[src/logic/window_pkg.sv]
// Shared widths for the windowing engine
// Sample and product structs, settings data union
`default_nettype none

package window_pkg;

  // Component and coefficient widths, coefficients are Q1.15
  localparam int SAMPLE_WIDTH = 16;
  localparam int COEFF_WIDTH = 16;
  localparam int PRODUCT_WIDTH = 32;
  localparam int SETTINGS_WIDTH = 32;
  localparam int WINDOW_LEN_WIDTH = 13;

  // One complex sample, I in the upper half of the data image
  typedef struct packed {
    logic signed [SAMPLE_WIDTH-1:0] i;
    logic signed [SAMPLE_WIDTH-1:0] q;
    logic last;
  } window_sample_t;

  // Full precision products ahead of rounding
  typedef struct packed {
    logic signed [PRODUCT_WIDTH-1:0] i_prod;
    logic signed [PRODUCT_WIDTH-1:0] q_prod;
    logic last;
  } window_product_t;

  typedef struct packed {
    logic [SETTINGS_WIDTH-WINDOW_LEN_WIDTH-1:0] reserved;
    logic [WINDOW_LEN_WIDTH-1:0] length;
  } settings_length_t;

  typedef struct packed {
    logic [SETTINGS_WIDTH-COEFF_WIDTH-1:0] reserved;
    logic signed [COEFF_WIDTH-1:0] coeff;
  } settings_coeff_t;

  // Same data word, meaning picked by the settings address
  typedef union packed {
    settings_length_t len_view;
    settings_coeff_t coeff_view;
  } settings_word_u;

endpackage

`default_nettype wire

[src/logic/window_settings_decode.sv]
// Settings bus decode for window length and coefficient loading
`timescale 1ns/100ps
`default_nettype none

module window_settings_decode #(
  parameter int MAX_LOG2_WINDOW = 12,
  parameter logic [7:0] SR_WINDOW_SIZE = 8'd131,
  parameter logic [7:0] SR_COEFF = 8'd129
) (
  input  wire logic ce_clk,
  input  wire logic i_reset,
  input  wire logic i_set_stb,
  input  wire logic [7:0] i_set_addr,
  input  wire logic [window_pkg::SETTINGS_WIDTH-1:0] i_set_data,
  output logic o_coeff_we,
  output logic [MAX_LOG2_WINDOW-1:0] o_coeff_waddr,
  output logic signed [window_pkg::COEFF_WIDTH-1:0] o_coeff_wdata,
  output logic [MAX_LOG2_WINDOW-1:0] o_window_last_index,
  output logic o_restart
);
  import window_pkg::*;

  localparam logic [WINDOW_LEN_WIDTH-1:0] MAX_LEN = WINDOW_LEN_WIDTH'(2**MAX_LOG2_WINDOW);
  localparam logic [MAX_LOG2_WINDOW-1:0] MAX_LAST_INDEX = '1;

  settings_word_u set_word;
  logic [WINDOW_LEN_WIDTH-1:0] req_len;
  logic [WINDOW_LEN_WIDTH-1:0] req_len_m1;
  logic [MAX_LOG2_WINDOW-1:0] clamped_last;
  logic [MAX_LOG2_WINDOW-1:0] write_ptr;

  assign set_word = i_set_data;
  assign req_len = set_word.len_view.length;
  assign req_len_m1 = req_len - 1'b1;

  // Zero or oversized lengths fall back to the full table
  assign clamped_last = (req_len == '0 || req_len > MAX_LEN) ? MAX_LAST_INDEX :
                        req_len_m1[MAX_LOG2_WINDOW-1:0];

  always_ff @(posedge ce_clk) begin
    if (i_reset) begin
      write_ptr <= '0;
      o_coeff_we <= 1'b0;
      o_restart <= 1'b0;
      o_window_last_index <= MAX_LAST_INDEX;
    end else begin
      o_coeff_we <= 1'b0;
      o_restart <= 1'b0;
      if (i_set_stb && i_set_addr == SR_WINDOW_SIZE) begin
        o_window_last_index <= clamped_last;
        write_ptr <= '0;
        o_restart <= 1'b1;
      end else if (i_set_stb && i_set_addr == SR_COEFF) begin
        o_coeff_we <= 1'b1;
        // Wraps past the end of the table
        write_ptr <= write_ptr + 1'b1;
      end
    end
  end

  // Write port payload
  always_ff @(posedge ce_clk) begin
    if (i_set_stb && i_set_addr == SR_COEFF) begin
      o_coeff_waddr <= write_ptr;
      o_coeff_wdata <= set_word.coeff_view.coeff;
    end
  end

endmodule

`default_nettype wire

[config.mk]
export PLATFORM = sky130hd
export DESIGN_NAME = window_settings_decode
export DESIGN_NICKNAME = d
export VERILOG_FILES = /design/src/logic/window_pkg.sv /design/src/logic/window_settings_decode.sv
export SDC_FILE = /design/constraint.sdc
export NUM_CORES = 1
export LEC_CHECK = 0
export ABC_AREA = 0
export BUFFER_PORTS_ARGS = -buffer_cell sky130_fd_sc_hd__buf_2
export CORE_UTILIZATION = 30
export DETAILED_ROUTE_END_ITERATION = 10
export PLACE_DENSITY = 0.51
export SLEW_MARGIN = 20
export SYNTH_ARGS = -nofsm -noshare
export SYNTH_HDL_FRONTEND = slang
export SYNTH_SLANG_ARGS = --single-unit
[constraint.sdc]
create_clock -name ce_clk -period 3.6 [get_ports ce_clk]
set_input_delay 0.18 -clock ce_clk [delete_from_list [all_inputs] [get_ports ce_clk]]
set_output_delay 0.18 -clock ce_clk [all_outputs]
set_load 0.05 [all_outputs]
==> qor.txt, run 1 <==
status - finished clean
HP Start - i_set_data[15]
layout cells sized above 1 - 34.4%
final hold violations - 0
worst r2r src - write_ptr[3]
Max Cap Viol - 0
initial drt markers - 63
Num Clock Sinks - 54
latest clock arrival within the worst-skew pair - 0.29 ns
Overflow after GRT - 0
sequential-to-total area share from yosys stat - 60.8%
Post-synth EDFFs - 28
CTS root buffer - clkbuf_8
DR pass1 iterations - 4
CP endpoint kind - flop
f_max - 492 MHz
RSZ-0062 raised after global routing - no
ys flop type - edfxtp_1
worst hold stages - 1
R2R depth - 4
top cell type's share of synthesized area - 37.5%
drt drc - 0
leakage power - 1.06 nW
area of the multi-input gates - 815 µm²
total power - 1.04 mW
area post-placement - 2690 µm²
IO Pins - 85
vias per std cell - 4.52
die area - 7820 µm²
critical path required time - 3.79 ns
Syn Nets - 238
Synth Cell Area - 2240 µm²
Std-Cell Core Area - 7250 µm²
Vias - 1633
Hold EP - o_coeff_wdata[15]
Final #Nets - 307
Critical Path AT - 2.22 ns
Syn Inst Count - 192
Max clock buf depth - 2
Storage cell area - 1360 µm²
Final setup violation count - 0
area grow syn2layout - 24.0%
period utilization - 56.4%
Synth area leaders - edfxtp_1 (38%), dfxtp_1 (23%), xnor2_1 (5.5%)
GPL Wtd Cong - 0.747
Critical Path Source Type - input port
post_cts resized - 0
final WL - 4.56 mm
RR Endpoint - write_ptr[7]
Synth Warn # - 0
Total GRT Usage - 12.2%
FILL cells - 768
clock-pin transition on the worst setup and hold timing paths - 0.09 ns
initial antenna violation count - 0
Port-buffer cells - 68
Initial Util - 30.9%
Slew @ Worst Pin - 0.759 ns
crit path max fanout - 5
final std cells w/o fill - 361
Pwr Density - 373 nW/µm²
H-tree Lvls - 2
Pins Over Slew Limit - 0
largest net degree at the start of global routing - 20
TNS Setup - 0 ns
Hold Crit Class - in2reg
Final ANT Viol Nets - 0
Syn Area/Cell - 11.7 µm²
Post-synth ARST share - 0%
largest area contributor in the netlist - edfxtp_1
Post-CTS Hold Fix Bufs - 0
placed cell count - 353
vias in the first global route - 1515
R2R setup slack - 1.97 ns
Slew headroom - 49.2%
Inserted Diodes - 0
Critical Path Start - i_set_data[0]
row count - 31
cell area after layout - 2780 µm²
chip height - 88.4 µm
# Post-CTS Setup Buffers - 0
Distinct cells, synth - 38
wire per inst - 12.6 µm
Clock Skews - 0.00227 ns
Worst IR Drop VDD - 125 µV
TritonCTS clock tree - built
Die Wd - 88.4 µm
critical path type - in2reg
Yosys reg bits - 54
hpwl dp - 3.25 mm
Tmin final - 2.03 ns
Num CTS Buffers - 5
first-pass GRT wire length - 7.29 mm
## worst max-delay path: stages
cell	delay [ns]
buf_2	0.13
inv_1	0.08
ha_1	0.16
or4b_2	0.67
nor4_2	0.28
xnor2_1	0.30
a31oi_1	0.14
or2_2	0.28
## metrics by stage
step	utilization (%)	hold WS (ns)	setup slack, ns
final	38.3	0.0508	1.57
after global routing	38.3	0.0269	1.42
after CTS	38.3	0.0415	1.54
after detailed placement	37.0	0.359	1.21
after global placement	37.0	0.357	1.22
after floorplan	-	0.259	0.857
## flip-flops by register name, indices dropped and copies added, names as in the netlist
signal	cells
o_coeff_wdata	16
write_ptr	12
o_window_last_index	12
o_coeff_we	1
o_coeff_waddr	12
o_restart	1
## layout by cell type (no fill, tap or decap), types with 6 or more instances in the layout
cell type / synthesis / final
dfxtp_1: 26 / 26
nor2_1: 22 / 22
edfxtp_1: 28 / 28
a31oi_1: 6 / 6
buf_2: 2 / 68
inv_1: 8 / 8
nand2_1: 9 / 9
nand2b_1: 6 / 6
clkbuf_8: 0 / 6
xnor2_1: 14 / 14
## Yosys cell counts, types with 5 or more instances
cell,number
nor4_1,5
nand2b_1,6
or2_2,5
inv_1,8
clkbuf_1,5
o22ai_1,5
xor2_1,5
edfxtp_1,28
dfxtp_1,26
xnor2_1,14
a31oi_1,6
nor2_1,22
nand2_1,9
## layer usage
layer  vias to the layer above  wire length, µm  track usage, %
met2                        46             2040            19.2
met5                         -                0               0
met4                         0               61            4.40
li1                        822                -               -
met3                         5              275            3.92
met1                       760             2180            15.8
## how the worst max path moves through the flow
stage | to | slack, ns | depth (start not counted)
after floorplan | write_ptr[4] | 0.86 | 6
after global placement | o_coeff_wdata[0] | 1.22 | 4
after detailed placement | o_coeff_wdata[1] | 1.21 | 4
after CTS | o_coeff_wdata[10] | 1.54 | 4
after global routing | o_window_last_index[5] | 1.42 | 8
final | o_window_last_index[5] | 1.57 | 8
## where the power goes
part | internal [mW] | leakage, nW | switching [mW] | total [mW]
registers | 0.644 | 0.487 | 0.000168 | 0.644
logic | 0.0213 | 0.529 | 0.0329 | 0.0543
clock network | 0.156 | 0.0482 | 0.183 | 0.339
total | 0.820 | 1.06 | 0.216 | 1.04
## area by class of cell
cell class,instances,share of cell area [%]
inverters,8,1.08
well taps,99,4.46
flip-flops and latches,54,49.0
clock buffers,7,3.11
clock inverters,1,0.180
multi-input cells,122,29.3
repair buffers,70,12.8
## cell families after synthesis
| kind of cell | synth area share (%) |
|---|---|
| and+or+nand+nor | 19.7 |
| DFF | 60.8 |
| xor gates and xnor gates | 7.43 |
| muxes | 0.447 |
| adders and majority gates | 1.68 |
| AOI/OAI and AO/OA | 6.82 |
| buffers and inverters | 3.13 |
(Power assumes the default switching activity.)
==> inputs of run 2 (changes only) <==
==> constraint.sdc (replaced) <==
create_clock -name ce_clk -period 2 [get_ports ce_clk]
set_input_delay 0.1 -clock ce_clk [delete_from_list [all_inputs] [get_ports ce_clk]]
set_output_delay 0.1 -clock ce_clk [all_outputs]
set_load 0.05 [all_outputs]
==> run 2 against run 1 <==
Cell area grew 8.1%. Power increased by 85%. Count of clock-buffer cells in the layout fell by 1. Highest routed layer unchanged. Critical path depth fell by 1. Clock skew is 0.0035 ns higher. Wire length grew 3.8%. Register-to-register slack worse by 1.6 ns.
==> qor.txt, run 2 (synthesis results as in run 1) <==
Final ANT Viol Nets - 0
RSZ-0062 raised after global routing - no
Num Clock Sinks - 54
critical path's largest stage delay - 0.54 ns
# Post-CTS Setup Buffers - 0
Critical Path AT - 2.06 ns
Pwr Density - 639 nW/µm²
final hold violations - 0
HP Start - i_set_data[8]
Initial Util - 30.9%
GPL Wtd Cong - 0.796
Vias - 1744
Storage cell area - 1360 µm²
hold_ws - 0.0327 ns
worst hold stages - 1
vias per std cell - 4.52
most frequent standard cell in the layout excluding fill and tap cells - buf_2
Num CTS Buffers - 5
CP max-delay cell - dlygate4sd3_1
Top reg by flops - o_coeff_wdata
final WL - 4.74 mm
IO Pins - 85
CP endpoint kind - flop
Final #Nets - 332
Inserted Diodes - 0
H-tree Lvls - 2
TritonCTS clock tree - built
Port-buffer cells - 68
RR Endpoint - write_ptr[7]
vias in the first global route - 1472
Max clock buf depth - 2
hpwl dp - 3.45 mm
leakage power - 1.19 nW
Total GRT Usage - 12.6%
clock-pin transition on the worst setup and hold timing paths - 0.10 ns
Clock Skews - 0.00578 ns
Worst IR Drop VDD - 264 µV
R2R setup slack - 0.40 ns
worst r2r src - write_ptr[3]
Std-Cell Core Area - 7250 µm²
row count - 31
wire per inst - 12.3 µm
Overflow after GRT - 0
Critical Path Most Common Cell - or2_2
Critical Path Stages - 7
chip height - 88.4 µm
initial antenna violation count - 0
critical path required time - 2.21 ns
Slew headroom - 70.9%
Largest register FFs - 16
largest net degree at the start of global routing - 20
f_max - 538 MHz
R2R depth - 4
FILL cells - 720
critical path type - in2reg
final std cells w/o fill - 386
status - finished clean
CP cell instances - dlygate4sd3_1 -> buf_2 -> or2_2 -> nor4_2 -> xnor2_2 -> a31oi_1 -> or2_2
placed cell count - 374
Slew @ Worst Pin - 0.434 ns
area grow syn2layout - 34.0%
initial drt markers - 53
die area - 7820 µm²
final setup margin - 0.142 ns
Max Cap Viol - 0
Placement Setup Slack - -0.132 ns
period utilization - 92.9%
Die Wd - 88.4 µm
Bufs and invs on worst path - 2
Hold Crit Class - in2reg
crit path max fanout - 5
drt drc - 0
layout cells sized above 1 - 39.4%
Hold EP - o_coeff_wdata[8]
CTS root buffer - clkbuf_8
latest clock arrival within the worst-skew pair - 0.31 ns
area of the multi-input gates - 826 µm²
TNS Setup - 0 ns
Worst path top cell family by delay - simple AND/OR/NAND/NOR gates
Critical Path Source Type - input port
Pins Over Slew Limit - 0
Final setup violation count - 0
DR pass1 iterations - 4
most frequent cells in the layout - buf_2 (68), edfxtp_1 (28), dfxtp_1 (26)
Critical Path Start - i_set_data[9]
first-pass GRT wire length - 7.23 mm
Tmin final - 1.86 ns
[run 2: changes by cell type in the layout (fill, tap and decap cells not counted), sizes merged]
| cell | before | now |
|---|---|---|
| buf | 70 | 91 |
| dlygate4sd3 | 0 | 4 |
| clkbuf | 7 | 6 |
| clkinv | 1 | 2 |
[run 2: worst reg2reg max path, cell delays in order, from the launching register on]
cell and delay [ns]:
dfxtp_1 0.44, nand4_1 0.11, or4_4 0.49, or3_1 0.36, a21oi_1 0.13
[run 2: per-stage QoR]
stage               utilization (%)  cell area, µm²  power, mW
detailed placement             39.4            2860       1.30
global placement               39.4            2860       1.30
finish                         41.4            3000       1.92
global route                   41.4            3000       2.01
floorplan                         -            2260       1.23
CTS                            41.3            2990       1.95
[run 2: worst max-delay path by stage]
| stage | endpoint | slack, ns |
|---|---|---|
| CTS | o_window_last_index[11] | 0.11 |
| floorplan | write_ptr[5] | -0.13 |
| detailed placement | o_window_last_index[11] | -0.13 |
| global placement | o_window_last_index[5] | -0.07 |
| finish | o_window_last_index[11] | 0.14 |
| global route | o_window_last_index[8] | 0.03 |
[run 2: where the power goes]
group / switching [mW] / internal (mW) / total [mW]
combinational: 0.0631 / 0.0630 / 0.126
sequential: 0.000300 / 1.16 / 1.16
clock: 0.354 / 0.280 / 0.633
[run 2: area by class of cell]
cell class | instances | share of cell area, %
flip-flops and latches | 54 | 45.4
multi-input cells | 122 | 27.5
repair buffers | 95 | 18.8
well taps | 99 | 4.13
clock buffers | 6 | 2.75
inverters | 8 | 1.00
clock inverters | 2 | 0.417
[run 2: routing by layer]
| layer | vias to the layer above | track usage (%) | part of all wire (%) |
|---|---|---|---|
| li1 | 884 | - | - |
| met1 | 812 | 17.7 | 51 |
| met2 | 42 | 18.0 | 43 |
| met3 | 6 | 3.64 | 3.7 |
| met4 | 0 | 5.28 | 1.8 |
| met5 | - | 0 | 0 |
[run 2: timing repair]
item                                   CTS  global route
setup endpoints to repair                0             1
gates resized for setup                  0             1
hold buffers                             4             0
endpoints found under the hold margin    4             0
==> inputs of run 3 (changes only) <==
--- a/config.mk
+++ b/config.mk
@@ -9,7 +9,9 @@
 export BUFFER_PORTS_ARGS = -buffer_cell sky130_fd_sc_hd__buf_2
 export CORE_UTILIZATION = 30
 export DETAILED_ROUTE_END_ITERATION = 10
+export MAX_ROUTING_LAYER = met4
 export PLACE_DENSITY = 0.51
+export RECOVER_POWER = 25
 export SLEW_MARGIN = 20
 export SYNTH_ARGS = -nofsm -noshare
 export SYNTH_HDL_FRONTEND = slang
==> run 3 against run 2 <==
Power decreased by 0.50%. Wire length fell by 0.11%. Sequential power hardly changed. Highest routed layer unchanged. Sequential share of layout area increased by 0.65 points. Clock skew about the same. Setup slack improved by 0.0012 ns. Die area stayed put. Critical path type unchanged.
==> qor.txt, run 3 (synthesis results as in run 1) <==
Critical Path Stages - 7
critical path type - in2reg
Largest register FFs - 16
CP endpoint kind - flop
first-pass GRT wire length - 7.22 mm
Critical Path Most Common Cell - or2_2
post-layout util - 40.8%
layout cells sized above 1 - 33.8%
area grow syn2layout - 32.1%
TritonCTS clock tree - built
Hold Crit Class - in2reg
DR pass1 iterations - 4
Inserted Diodes - 0
f_max - 539 MHz
Slew @ Worst Pin - 0.591 ns
hold_ws - 0.0377 ns
status - finished clean
most frequent standard cell in the layout excluding fill and tap cells - buf_2
Vias - 1749
area post-placement - 2860 µm²
Final ANT Viol Nets - 0
Total GRT Usage - 13.0%
critical path required time - 2.21 ns
Num CTS Buffers - 5
final WL - 4.73 mm
CP max-delay cell - dlygate4sd3_1
FILL cells - 738
initial antenna violation count - 0
cell area after layout - 2960 µm²
Pwr Density - 645 nW/µm²
Slew headroom - 60.7%
Tmin final - 1.86 ns
hpwl dp - 3.45 mm
CTS root buffer - clkbuf_8
Num Clock Sinks - 54
Initial Util - 30.9%
Worst IR Drop VDD - 264 µV
most frequent cells in the layout - buf_2 (61), edfxtp_1 (28), dfxtp_1 (26)
# Post-CTS Setup Buffers - 0
Critical Path AT - 2.06 ns
Top reg by flops - o_coeff_wdata
latest clock arrival within the worst-skew pair - 0.31 ns
drt drc - 0
row count - 31
Max Cap Viol - 0
chip height - 88.4 µm
R2R depth - 4
Critical Path Source Type - input port
Die Wd - 88.4 µm
clock-pin transition on the worst setup and hold timing paths - 0.10 ns
Max clock buf depth - 2
Port-buffer cells - 68
die area - 7820 µm²
Pins Over Slew Limit - 0
vias per std cell - 4.53
period utilization - 92.8%
wire per inst - 12.3 µm
IO Pins - 85
TNS Setup - 0 ns
Final #Nets - 332
Bufs and invs on worst path - 2
H-tree Lvls - 2
CP cell instances - dlygate4sd3_1 -> clkbuf_1 -> or2_2 -> nor4_2 -> xnor2_2 -> a31oi_1 -> or2_2
crit path max fanout - 5
critical path's largest stage delay - 0.54 ns
final hold violations - 0
vias in the first global route - 1475
RSZ-0062 raised after global routing - no
Std-Cell Core Area - 7250 µm²
Worst path top cell family by delay - simple AND/OR/NAND/NOR gates
worst hold stages - 2
leakage power - 1.14 nW
total power - 1.91 mW
Final setup violation count - 0
largest net degree at the start of global routing - 20
GPL Wtd Cong - 0.807
initial drt markers - 58
Clock Skews - 0.00600 ns
Overflow after GRT - 0
run 3: cell type report:
type | instances | area [µm²] | share of cell area (%)
Sequential cell | 54 | 1360 | 46.0
Multi-Input combinational cell | 122 | 826 | 27.9
Timing Repair Buffer | 95 | 523 | 17.7
Tap cell | 99 | 124 | 4.19
Clock buffer | 6 | 82.6 | 2.79
Inverter | 8 | 30.0 | 1.01
Clock inverter | 2 | 12.5 | 0.423
run 3: metrics by stage:
stage                     cells  setup WS [ns]
after floorplan             192         -0.135
after global placement      374        -0.0672
after detailed placement    374         -0.132
after CTS                   386          0.106
after global routing        386         0.0197
final                       386          0.143
run 3: final timing paths:
check | from | endpoint | slack [ns]
worst max register to register | write_ptr[3] | write_ptr[7] | 0.40
worst max-delay path | i_set_data[9] | o_window_last_index[11] | 0.14
worst min register to register | write_ptr[11] | o_coeff_waddr[11] | 0.48
worst min-delay path | i_set_addr[1] | o_coeff_we | 0.04
run 3: report_power, final:
part / switching (mW) / leakage [nW] / internal [mW] / total (mW)
registers: 0.000303 / 0.487 / 1.16 / 1.16
logic: 0.0630 / 0.601 / 0.0542 / 0.117
clock network: 0.353 / 0.0488 / 0.280 / 0.633
total: 0.417 / 1.14 / 1.49 / 1.91
run 3: worst register-to-register path: cells and delay by family (launching register included):
| kind | cells | cell delay, ns |
|---|---|---|
| AO/OA/AOI/OAI | 1 | 0.13 |
| flip-flops | 1 | 0.44 |
| AND/OR/NAND/NOR | 3 | 0.96 |
run 3: layer usage:
metal  GRT usage, %  share of wire (%)
met5              -                  0
met2           18.0                 44
met1           17.8                 51
met3           3.45                3.6
met4           5.28                1.8
run 3: repair_timing:
action	CTS	global route
endpoints found under the setup margin	0	1
endpoints found under the hold margin	4	0
gates resized for setup	0	1
hold buffers	4	0
