## src/logic/window_pkg.sv

```systemverilog
// Shared widths for the windowing engine
// Sample and product structs, settings data union
`default_nettype none

package window_pkg;

  // Component and coefficient widths, coefficients are Q1.15
  localparam int SAMPLE_WIDTH = 16;
  localparam int COEFF_WIDTH = 16;
  localparam int PRODUCT_WIDTH = 32;
  localparam int SETTINGS_WIDTH = 32;
  localparam int WINDOW_LEN_WIDTH = 13;

  // One complex sample, I in the upper half of the data image
  typedef struct packed {
    logic signed [SAMPLE_WIDTH-1:0] i;
    logic signed [SAMPLE_WIDTH-1:0] q;
    logic last;
  } window_sample_t;

  // Full precision products ahead of rounding
  typedef struct packed {
    logic signed [PRODUCT_WIDTH-1:0] i_prod;
    logic signed [PRODUCT_WIDTH-1:0] q_prod;
    logic last;
  } window_product_t;

  typedef struct packed {
    logic [SETTINGS_WIDTH-WINDOW_LEN_WIDTH-1:0] reserved;
    logic [WINDOW_LEN_WIDTH-1:0] length;
  } settings_length_t;

  typedef struct packed {
    logic [SETTINGS_WIDTH-COEFF_WIDTH-1:0] reserved;
    logic signed [COEFF_WIDTH-1:0] coeff;
  } settings_coeff_t;

  // Same data word, meaning picked by the settings address
  typedef union packed {
    settings_length_t len_view;
    settings_coeff_t coeff_view;
  } settings_word_u;

endpackage

`default_nettype wire

```

## src/logic/window_round_pack.sv

```systemverilog
// Round and saturate products to 16 bits
// Output register and the pipeline advance signal
`timescale 1ns/100ps
`default_nettype none

module window_round_pack (
  input  wire logic ce_clk,
  input  wire logic i_reset,
  input  wire window_pkg::window_product_t i_product,
  input  wire logic i_valid,
  input  wire logic i_ready,
  output window_pkg::window_sample_t o_sample,
  output logic o_valid,
  output logic o_advance
);
  import window_pkg::*;

  localparam logic signed [PRODUCT_WIDTH-1:0] ROUND_HALF = 1 << (COEFF_WIDTH-2);
  localparam logic signed [PRODUCT_WIDTH-1:0] SAT_MAX = 2**(SAMPLE_WIDTH-1) - 1;
  localparam logic signed [PRODUCT_WIDTH-1:0] SAT_MIN = -(2**(SAMPLE_WIDTH-1));

  // Round half up, drop the Q1.15 fraction, clip to 16 bits
  function automatic logic signed [SAMPLE_WIDTH-1:0] round_sat(
    input logic signed [PRODUCT_WIDTH-1:0] prod
  );
    logic signed [PRODUCT_WIDTH-1:0] shifted;
    shifted = (prod + ROUND_HALF) >>> (COEFF_WIDTH-1);
    if (shifted > SAT_MAX) begin
      return SAT_MAX[SAMPLE_WIDTH-1:0];
    end else if (shifted < SAT_MIN) begin
      return SAT_MIN[SAMPLE_WIDTH-1:0];
    end
    return shifted[SAMPLE_WIDTH-1:0];
  endfunction

  // Empty or draining output register lets everything move
  assign o_advance = !o_valid || i_ready;

  always_ff @(posedge ce_clk) begin
    if (i_reset) begin
      o_valid <= 1'b0;
    end else if (o_advance) begin
      o_valid <= i_valid;
    end
  end

  always_ff @(posedge ce_clk) begin
    if (o_advance && i_valid) begin
      o_sample.i <= round_sat(i_product.i_prod);
      o_sample.q <= round_sat(i_product.q_prod);
      o_sample.last <= i_product.last;
    end
  end

endmodule

`default_nettype wire

```

## config.mk

```make
export PLATFORM = sky130hd
export DESIGN_NAME = window_round_pack
export DESIGN_NICKNAME = d
export VERILOG_FILES = /design/src/logic/window_pkg.sv /design/src/logic/window_round_pack.sv
export SDC_FILE = /design/constraint.sdc
export NUM_CORES = 1
export LEC_CHECK = 0
export ABC_AREA = 1
export BUFFER_PORTS_ARGS = -buffer_cell sky130_fd_sc_hd__buf_2
export CORE_UTILIZATION = 40
export CTS_CLUSTER_SIZE = 8
export DETAILED_ROUTE_END_ITERATION = 10
export PLACE_DENSITY = 0.81
export RECOVER_POWER = 25
export SLEW_MARGIN = 20
export SYNTH_ARGS = -nofsm -noshare
export SYNTH_HDL_FRONTEND = slang
export SYNTH_SLANG_ARGS = --single-unit
```

## constraint.sdc

```tcl
create_clock -name ce_clk -period 2.8 [get_ports ce_clk]
set_input_delay 0.14 -clock ce_clk [delete_from_list [all_inputs] [get_ports ce_clk]]
set_output_delay 0.14 -clock ce_clk [all_outputs]
set_load 0.05 [all_outputs]
```

==> impl_results.md, run 1 <==
* Total routed wirelength at 4550 µm
* Initial antenna violation count at 0
* Std cell rows at 26
* CP Cell Sequence: a21oi_4
* Detailed Route Iter0 Violations at 89
* Top cells by area, synth: edfxtp_1, nand2_1, xor2_1
* Cells on worst reg2reg path at 1
* Main synth FF type: edfxtp_1
* Pwr dens at 488 mW/mm²
* Initial Utilization at 42.4%
* Worst setup EP type: flip-flop
* GPL Wtd Cong at 0.915
* Vias in the first global route at 1,699
* Synth top area share at 44.6%
* Status: finished clean
* Reg area at 0.00101 mm²
* Hold EP: o_valid
* Arrival @ worst endpoint at 1.42 ns
* Fill count at 532
* Pin count of the biggest net entering global routing at 34
* WHS at 0.0199 ns
* # diodes at 0
* IO Port Bufs at 75
* Grt total ovfl at 0
* VDD IR-drop max at 0.236 mV
* Die ar. at 0.00586 mm²
* Crit. Startpoint: o_valid
* Crit Path Max Fanout at 33
* Worst path slowest cell: a21oi_4
* Final critical-path share of the clock period at 54.3%
* Core area at 0.00524 mm²
* Fin. Hold Viols at 0
* First-pass GRT wire length at 7450 µm
* Average wire per standard cell at 11.0 µm
* Total number of vias at 1,858
* Io pins at 104
* Fmax at 658 MHz
* Worst r2r src: o_valid
* Clock Skew at 0.0103 ns
* Clk Latency, worst-skew pair at 0.28 ns
* Final Critical Period at 1.52 ns
* Post-CTS Setup Inserts at 0
* Register area share after synthesis at 45.5%
* Root buf cell: clkbuf_8
* Pleak at 1.27 nW
* Final setup vio count at 0
* Clock Tree Buf Depth at 2
* Startpoint types: flip-flop
* DP HPWL at 3570 µm
* Post-route antenna net violation count at 0
* Multi-input logic area at 0.00105 mm²
* Final Power at 0.00132 W
* Min-delay src: i_reset
* CTS tree: built
* Hold depth at 2
* Die Span X at 76.5 µm
* Slew HR at 32.4%
* Fin nets at 413
* All-Layer GR Usage at 15.9%
* Net count after synthesis at 335
* Layout cell share with drive strength beyond 1 at 27.1%
* Die height at 76.5 µm
* Buf+Inv Stages, Crit Path at 0
* Drt via density at 4.50
* CTS resizes at 0
* Worst-path clk slew at 0.07 ns
* Sink Count at 34
* Largest stage delay on the critical path at 0.80 ns
* Htree depth at 2
* Cell variety after synth at 24
* Most common cell in the netlist: nand2_1
* Hold Buf Count CTS at 0
* Synth Cell Area at 0.00222 mm²
* R2r setup slk at 1.28 ns
* Slew Limit Fails at 0
* # DRC at 0
* FF-to-FF End: o_sample[31]
* Syn_area_per_cell at 8.42 µm²
* Most instantiated cells after synthesis: nand2_1, edfxtp_1, inv_1
* CP Class: flip-flop to flip-flop
* Largest area contributor in the netlist: edfxtp_1
* Worst-Margin Slew at 1.01 ns
* Syn-to-layout area delta at 21.6%
* Top delay family on crit path: compound AO/OA/AOI/OAI gates
* #FFs+latches synth at 34
* Post-Synthesis Cells at 264
* Class of the worst hold path: input port to flip-flop
* Setup_tns at 0 ns
* RSZ-0062 raised after global routing: no
* Post-synth EDFFs at 33
* First-pass DRT Iterations at 4
* Ys Warns at 0
* Max-cap viol count at 0
* Ys async rst share at 0%
* Data required, critical path at 2.70 ns
* Cts bufs inserted at 5
-- how the worst max path moves through the flow --
stage                        end  slack [ns]  cells after the start
finish              o_sample[31]        1.28                      1
global route        o_sample[24]        1.11                      7
CTS                 o_sample[14]        1.25                      1
detailed placement  o_sample[24]        1.04                     10
global placement     o_sample[1]        1.08                     11
floorplan            o_sample[0]        0.16                      1
-- cells by family (layout without fill, tap and decap cells) --
family	count (synthesis)	in the layout	synth area share [%]
XOR/XNOR	27	27	10.6
AO/OA/AOI/OAI	8	8	2.31
AND/OR/NAND/NOR	158	158	32.9
flip-flops	34	34	45.5
adder cells (fa/ha/maj)	2	2	1.13
buffers and inverters	35	114	7.49
-- cell usage in the layout, fill, tap and decap left out --
master,n
a21oi_1,5
a21oi_4,1
buf_2,53
clkbuf_1,23
clkbuf_8,6
clkinv_2,1
dfxtp_1,1
edfxtp_1,33
ha_1,2
inv_1,30
inv_2,1
nand2_1,87
nand2_2,20
nand2_4,1
nand3_1,10
nand3_2,1
nand3_4,1
nand4_1,5
nor2_1,25
nor2_2,5
nor2_4,2
nor3_1,1
o21ai_1,1
o21ai_4,1
xnor2_1,8
xor2_1,19
-- area by class of cell --
cell class	instances	share of cell area, %
Sequential cell	34	37.4
Multi-Input combinational cell	195	38.8
Inverter	31	4.31
Clock buffer	7	3.19
Tap cell	70	3.24
Timing Repair Buffer	75	12.9
Clock inverter	1	0.185
-- sequential cells by signal, indices dropped and copies added, names as in the netlist --
name	count
o_valid	1
o_sample	33
-- stage by stage --
step	worst slack, ns	instances	util (%)	instance area [µm²]
global route	1.11	413	51.6	2700
CTS	1.25	413	52.3	2740
detailed placement	1.04	405	50.5	2650
global placement	1.08	405	50.5	2650
floorplan	0.158	264	-	2220
finish	1.28	413	51.6	2700
-- power breakdown --
group / internal [W] / leakage (nW) / switching [W]
Combinational: 0.0000814 / 0.898 / 0.000249
Clock: 0.000198 / 0.0482 / 0.000175
Sequential: 0.000605 / 0.326 / 0.00000938
-- layer usage --
layer  part of all wire (%)  wire length (µm)  up-vias  GRT usage [%]
li1                       -                 -      985              -
met1                     48              2170      808           21.1
met2                     46              2110       56           25.5
met3                    3.7               169        9           2.75
met4                    2.1                96        0           7.12
met5                      0                 0        -              0
Note: power is estimated with default switching activity, not from simulation.
==> run 2: changes to the inputs <==
Settings changed: PLACE_DENSITY 0.81 to 0.84.
Clock period 2.8 ns to 1.3 ns, I/O delays scaled along.
==> impl_results.md, run 2 (synthesis gave the netlist of run 1 again) <==
* Status: finished clean
* Post-CTS Setup Inserts at 0 (unchanged)
* Class of the worst hold path: input port to flip-flop
* Total routed wirelength at 5300 µm (+16%)
* IO Port Bufs at 75 (unchanged)
* Die ar. at 0.00586 mm² (unchanged)
* VDD IR-drop max at 0.549 mV (+130%)
* Detailed Route Iter0 Violations at 142 (+60%)
* All-Layer GR Usage at 18.6% (+2.7 points)
* Cts bufs inserted at 5 (unchanged)
* Die height at 76.5 µm (unchanged)
* Clock Skew at 0.00958 ns (-0.000735 ns)
* Worst-path clk slew at 0.07 ns (about the same)
* Initial Utilization at 42.4% (unchanged)
* Pwr dens at 927 mW/mm² (+90%)
* Root buf cell: clkbuf_8
* Drt via density at 4.43 (-1.6%)
* DP HPWL at 4170 µm (+17%)
* Final std cells w/o fill at 466 (+13%)
* Io pins at 104 (unchanged)
* WHS at 0.0980 ns (+0.0782 ns)
* Total number of vias at 2,063 (+11%)
* Max FFs per register at 33 (unchanged)
* Area post-placement at 0.00310 mm² (+17%)
* Commonest non-fill, non-tap cells in the layout: nand2_1, buf_2, buf_4
* Clk Latency, worst-skew pair at 0.29 ns (about the same)
* Slew HR at 59.6% (+27 points)
* Std cell rows at 26 (unchanged)
* Fmax at 829 MHz
* Largest stage delay on the critical path at 0.18 ns (-0.62 ns)
* Largest registers: o_sample x33, o_valid x1
* Commonest non-fill, non-tap cell in the layout: nand2_1
* Layout cell share with drive strength beyond 1 at 38.1% (+11 points)
* Average wire per standard cell at 11.4 µm (+3.2%)
* Core area at 0.00524 mm² (unchanged)
* # DRC at 0 (unchanged)
* Fin. Hold Viols at 0 (unchanged)
* Worst-Margin Slew at 0.608 ns (-0.403 ns)
* CP Cell Sequence: buf_2 > ha_4 > nand2_2 > nor2_4 > nand2_2 > nor2_4 > buf_4 > nand3_1 > nand2_1 > nand2_4 > a21oi_1
* # diodes at 0 (unchanged)
* First-pass DRT Iterations at 4 (unchanged)
* Startpoint types: input port
* Final setup vio count at 0 (unchanged)
* Final Critical Period at 1.21 ns
* Biggest register: o_sample
* CTS tree: built
* Pin count of the biggest net entering global routing at 34 (unchanged)
* Worst path slowest cell: a21oi_1
* Cell count after placement at 456 (+13%)
* Fin nets at 466 (+13%)
* Pleak at 1.54 nW (+21%)
* Htree depth at 2 (unchanged)
* Slew Limit Fails at 0 (unchanged)
* GPL Wtd Cong at 0.903 (-1.3%)
* Die Span X at 76.5 µm (unchanged)
* First-pass GRT wire length at 8610 µm (+16%)
* Arrival @ worst endpoint at 1.33 ns (-0.09 ns)
* Data required, critical path at 1.42 ns (-1.28 ns)
* Initial antenna violation count at 0 (unchanged)
* Syn-to-layout area delta at 43.5%
* Max-cap viol count at 0 (unchanged)
* Final critical-path share of the clock period at 92.8%
* Vias in the first global route at 1,945 (+14%)
* CP Class: input port to flip-flop
* Grt total ovfl at 0 (unchanged)
* Post-route antenna net violation count at 0 (unchanged)
* Crit Path Max Fanout at 15 (-55%)
* Worst setup EP type: flip-flop
* Clock Tree Buf Depth at 2 (unchanged)
* Final Instance Area at 0.00319 mm² (+18%)
* Sink Count at 34 (unchanged)
==> run 2: critical path, delay by kind of cell <==
| family | cells | cell delay (ns) |
|---|---|---|
| AO/OA/AOI/OAI | 1 | 0.18 |
| buffers and inverters | 2 | 0.24 |
| AND/OR/NAND/NOR | 7 | 0.69 |
| adder cells (fa/ha/maj) | 1 | 0.13 |
==> run 2: final timing paths <==
check / cells past startpoint / slack, ns / end / startpoint
worst max-delay path: 11 / 0.09 / o_sample[1] / i_product[16]
worst min-delay path: 3 / 0.1 / o_valid / i_valid
worst max register to register: 2 / 0.26 / o_sample[19] / o_valid
worst min register to register: 2 / 0.55 / o_valid / o_valid
==> run 2: timing repair <==
action                                 CTS  global route
hold buffers                             2             0
setup endpoints to repair                0            15
endpoints found under the hold margin    2             0
resized for setup                        0             3
==> run 2: area by class of cell <==
cell class	count	area, µm²
clock buffers	5	68.8
clock inverters	3	16.3
fillers	470	2050
inverters	31	116
multi-input cells	195	1110
flip-flops and latches	34	1010
well taps	70	87.6
repair buffers	128	776
==> run 2: metal layers <==
metal | track usage, % | wire length, µm | vias to the layer above | part of all wire, %
met1 | 25.0 | 2580 | 917 | 49
met4 | 8.46 | 124 | 0 | 2.3
met3 | 2.75 | 155 | 11 | 2.9
met2 | 29.5 | 2440 | 44 | 46
met5 | 0 | 0 | - | 0
li1 | - | - | 1091 | -
==> run 2: per-stage QoR <==
stage	total power (W)	util, %	TNS, ns	setup WS [ns]
6_report	0.00296	60.9	0	0.0942
5_1_grt	0.00308	60.9	-0.00818	-0.00818
4_1_cts	0.00297	61.2	0	0.0708
3_5_place_dp	0.00220	59.2	-4.85	-0.247
3_3_place_gp	0.00219	59.2	-3.55	-0.173
2_1_floorplan	0.00189	-	-3.87	-0.113
==> run 2: report_power, final <==
| group | total, W | switching, W | internal, W |
|---|---|---|---|
| clock network | 0.000778 | 0.000411 | 0.000367 |
| logic | 0.000853 | 0.000578 | 0.000274 |
| registers | 0.00133 | 0.0000223 | 0.00130 |
==> run 3: changes to the inputs <==
Settings changed: CORE_UTILIZATION 40 to 30, PLACE_DENSITY 0.84 to 0.69, SETUP_SLACK_MARGIN set to 0.05, SLEW_MARGIN 20 to 10.
==> impl_results.md, run 3 (synthesis gave the netlist of run 1 again) <==
* Final critical-path share of the clock period at 88.7% (-4.1 points)
* Worst setup EP type: primary output
* Root buf cell: clkbuf_8
* Die Span X at 88.1 µm (+15%)
* Comb pwr share at 27.6% (-1.2 points)
* Status: finished clean
* Core area at 0.00721 mm² (+38%)
* Pin count of the biggest net entering global routing at 34 (unchanged)
* Vias in the first global route at 1,812 (-6.8%)
* Largest stage delay on the critical path at 0.48 ns (+0.30 ns)
* Data required, critical path at 1.24 ns (-0.18 ns)
* Drt via density at 4.11 (-7.1%)
* Commonest non-fill, non-tap cells in the layout: nand2_1, buf_4, buf_2
* Crit Path Max Fanout at 1 (-14)
* # diodes at 0 (unchanged)
* Post-layout util at 46.2% (-15 points)
* Max FFs per register at 33 (unchanged)
* Htree depth at 2 (unchanged)
* Fin. Hold Viols at 0 (unchanged)
* Final Power at 0.00316 W (+6.9%)
* Detailed Route Iter0 Violations at 81 (-43%)
* Slew HR at 59.5% (-0.11 points)
* Clock Skew at 0.00631 ns (-0.00328 ns)
* Sink Count at 34 (unchanged)
* Grt total ovfl at 0 (unchanged)
* Clock Tree Buf Depth at 2 (unchanged)
* Biggest register: o_sample
* CTS tree: built
* Initial Utilization at 30.8% (-12 points)
* Fin nets at 476 (+2.1%)
* Cts bufs inserted at 5 (unchanged)
* Startpoint types: flip-flop
* Syn-to-layout area delta at 49.9%
* First-pass DRT Iterations at 4 (unchanged)
* Worst-Margin Slew at 0.610 ns (+0.00165 ns)
* Max-cap viol count at 0 (unchanged)
* Layout cell share with drive strength beyond 1 at 39.7% (+1.5 points)
* Sequential share of power at 41.9% (-2.9 points)
* Worst path slowest cell: clkbuf_1
* IO Port Bufs at 75 (unchanged)
* Largest registers: o_sample x33, o_valid x1
* Pleak at 1.61 nW (+4.2%)
* Worst-path clk slew at 0.08 ns (about the same)
* Average wire per standard cell at 10.6 µm (-7.0%)
* Switching share of power at 31.6% (-2.6 points)
* Top delay family on crit path: buffers and inverters
* RSZ-0062 raised after global routing: yes
* GPL Wtd Cong at 0.916 (+1.4%)
* Post-route antenna net violation count at 0 (unchanged)
* All-Layer GR Usage at 13.6% (-5.0 points)
* Slew Limit Fails at 0 (unchanged)
* Fmax at 868 MHz (+4.6%)
* Io pins at 104 (unchanged)
* Switching power total at 0.00100 W (-1.1%)
* Initial antenna violation count at 0 (unchanged)
* Pwr dens at 949 mW/mm² (+2.4%)
* Buf+Inv Stages, Crit Path at 1 (-1)
* Total number of vias at 2,078 (+0.73%)
* First-pass GRT wire length at 8040 µm (-6.7%)
* Clock power share at 30.4% (+4.1 points)
* Die height at 88.1 µm (+15%)
* CP Class: flip-flop to primary output
* Class of the worst hold path: input port to flip-flop
* # DRC at 0 (unchanged)
* Clk Latency, worst-skew pair at 0.28 ns (about the same)
* Final Critical Period at 1.15 ns (-0.0532 ns)
* Std cell rows at 31 (+19%)
* CP Cell Sequence: clkbuf_1
* Final setup vio count at 0 (unchanged)
* Arrival @ worst endpoint at 1.09 ns (-0.24 ns)
* Total routed wirelength at 5340 µm (+0.76%)
* Commonest non-fill, non-tap cell in the layout: nand2_1
* VDD IR-drop max at 0.361 mV (-34%)
* DP HPWL at 4240 µm (+1.6%)
* Cell Int Power at 0.00216 W (+11%)
* Die ar. at 0.00776 mm² (+32%)
[run 3: changes by cell type in the layout (fill, tap and decap cells not counted), sizes merged]
cell      change
buf           +8
bufinv        +1
clkbuf        +1
clkinvlp      -1
nand2         +1
[run 3: through the flow]
step           cell area, µm²  setup TNS [ns]  hold WS (ns)  worst slack, ns  cells
2_1_floorplan            2290           -3.87         0.124           -0.113    264
3_3_place_gp             3220           -3.64         0.216           -0.184    494
3_5_place_dp             3220           -4.85         0.222           -0.239    494
4_1_cts                  3340               0        0.0841           0.0648    504
5_1_grt                  3330               0         0.137           0.0281    505
6_report                 3330               0         0.101            0.147    505
[run 3: layout make-up]
cell class                      instances  area (µm²)
Clock buffer                            5        68.8
Clock inverter                          3        40.0
Fill cell                             741        3880
Inverter                               31         116
Multi-Input combinational cell        196        1130
Sequential cell                        34        1010
Tap cell                               99         124
Timing Repair Buffer                  137         842
[run 3: power groups by stage]
stage	Clock [W]	Combinational [W]	Sequential (W)
after floorplan	0	0.000270	0.00162
after global placement	0	0.000870	0.00135
after detailed placement	0	0.000879	0.00135
after CTS	0.000995	0.000886	0.00133
after global routing	0.00102	0.000945	0.00133
final	0.000961	0.000874	0.00133
[run 3: routing by layer]
metal | routed length [µm] | track usage (%) | share of wire (%)
met1 | 2530 | 18.4 | 47
met2 | 2350 | 20.5 | 44
met3 | 343 | 3.49 | 6.4
met4 | 110 | 6.16 | 2.1
met5 | 0 | 0 | 0
[run 3: tightest hold or removal path, stage by stage]
cell and delay, ns:
buf_2 0.08, inv_1 0.06, nand2_1 0.07, a21oi_1 0.06
[run 3: path summary, 6_finish.rpt]
path                 from  cells after the start           end  slack, ns
max          o_sample[19]                      1  o_sample[19]       0.15
min               i_ready                      4       o_valid       0.10
max reg2reg       o_valid                      2   o_sample[2]       0.27
min reg2reg       o_valid                      2       o_valid       0.53
[run 3: what timing repair did]
item,in CTS,in global routing
buffers inserted,0,0
endpoints found under the setup margin,0,15
hold endpoints to repair,2,0
hold buffers,2,0
gates resized for setup,0,3
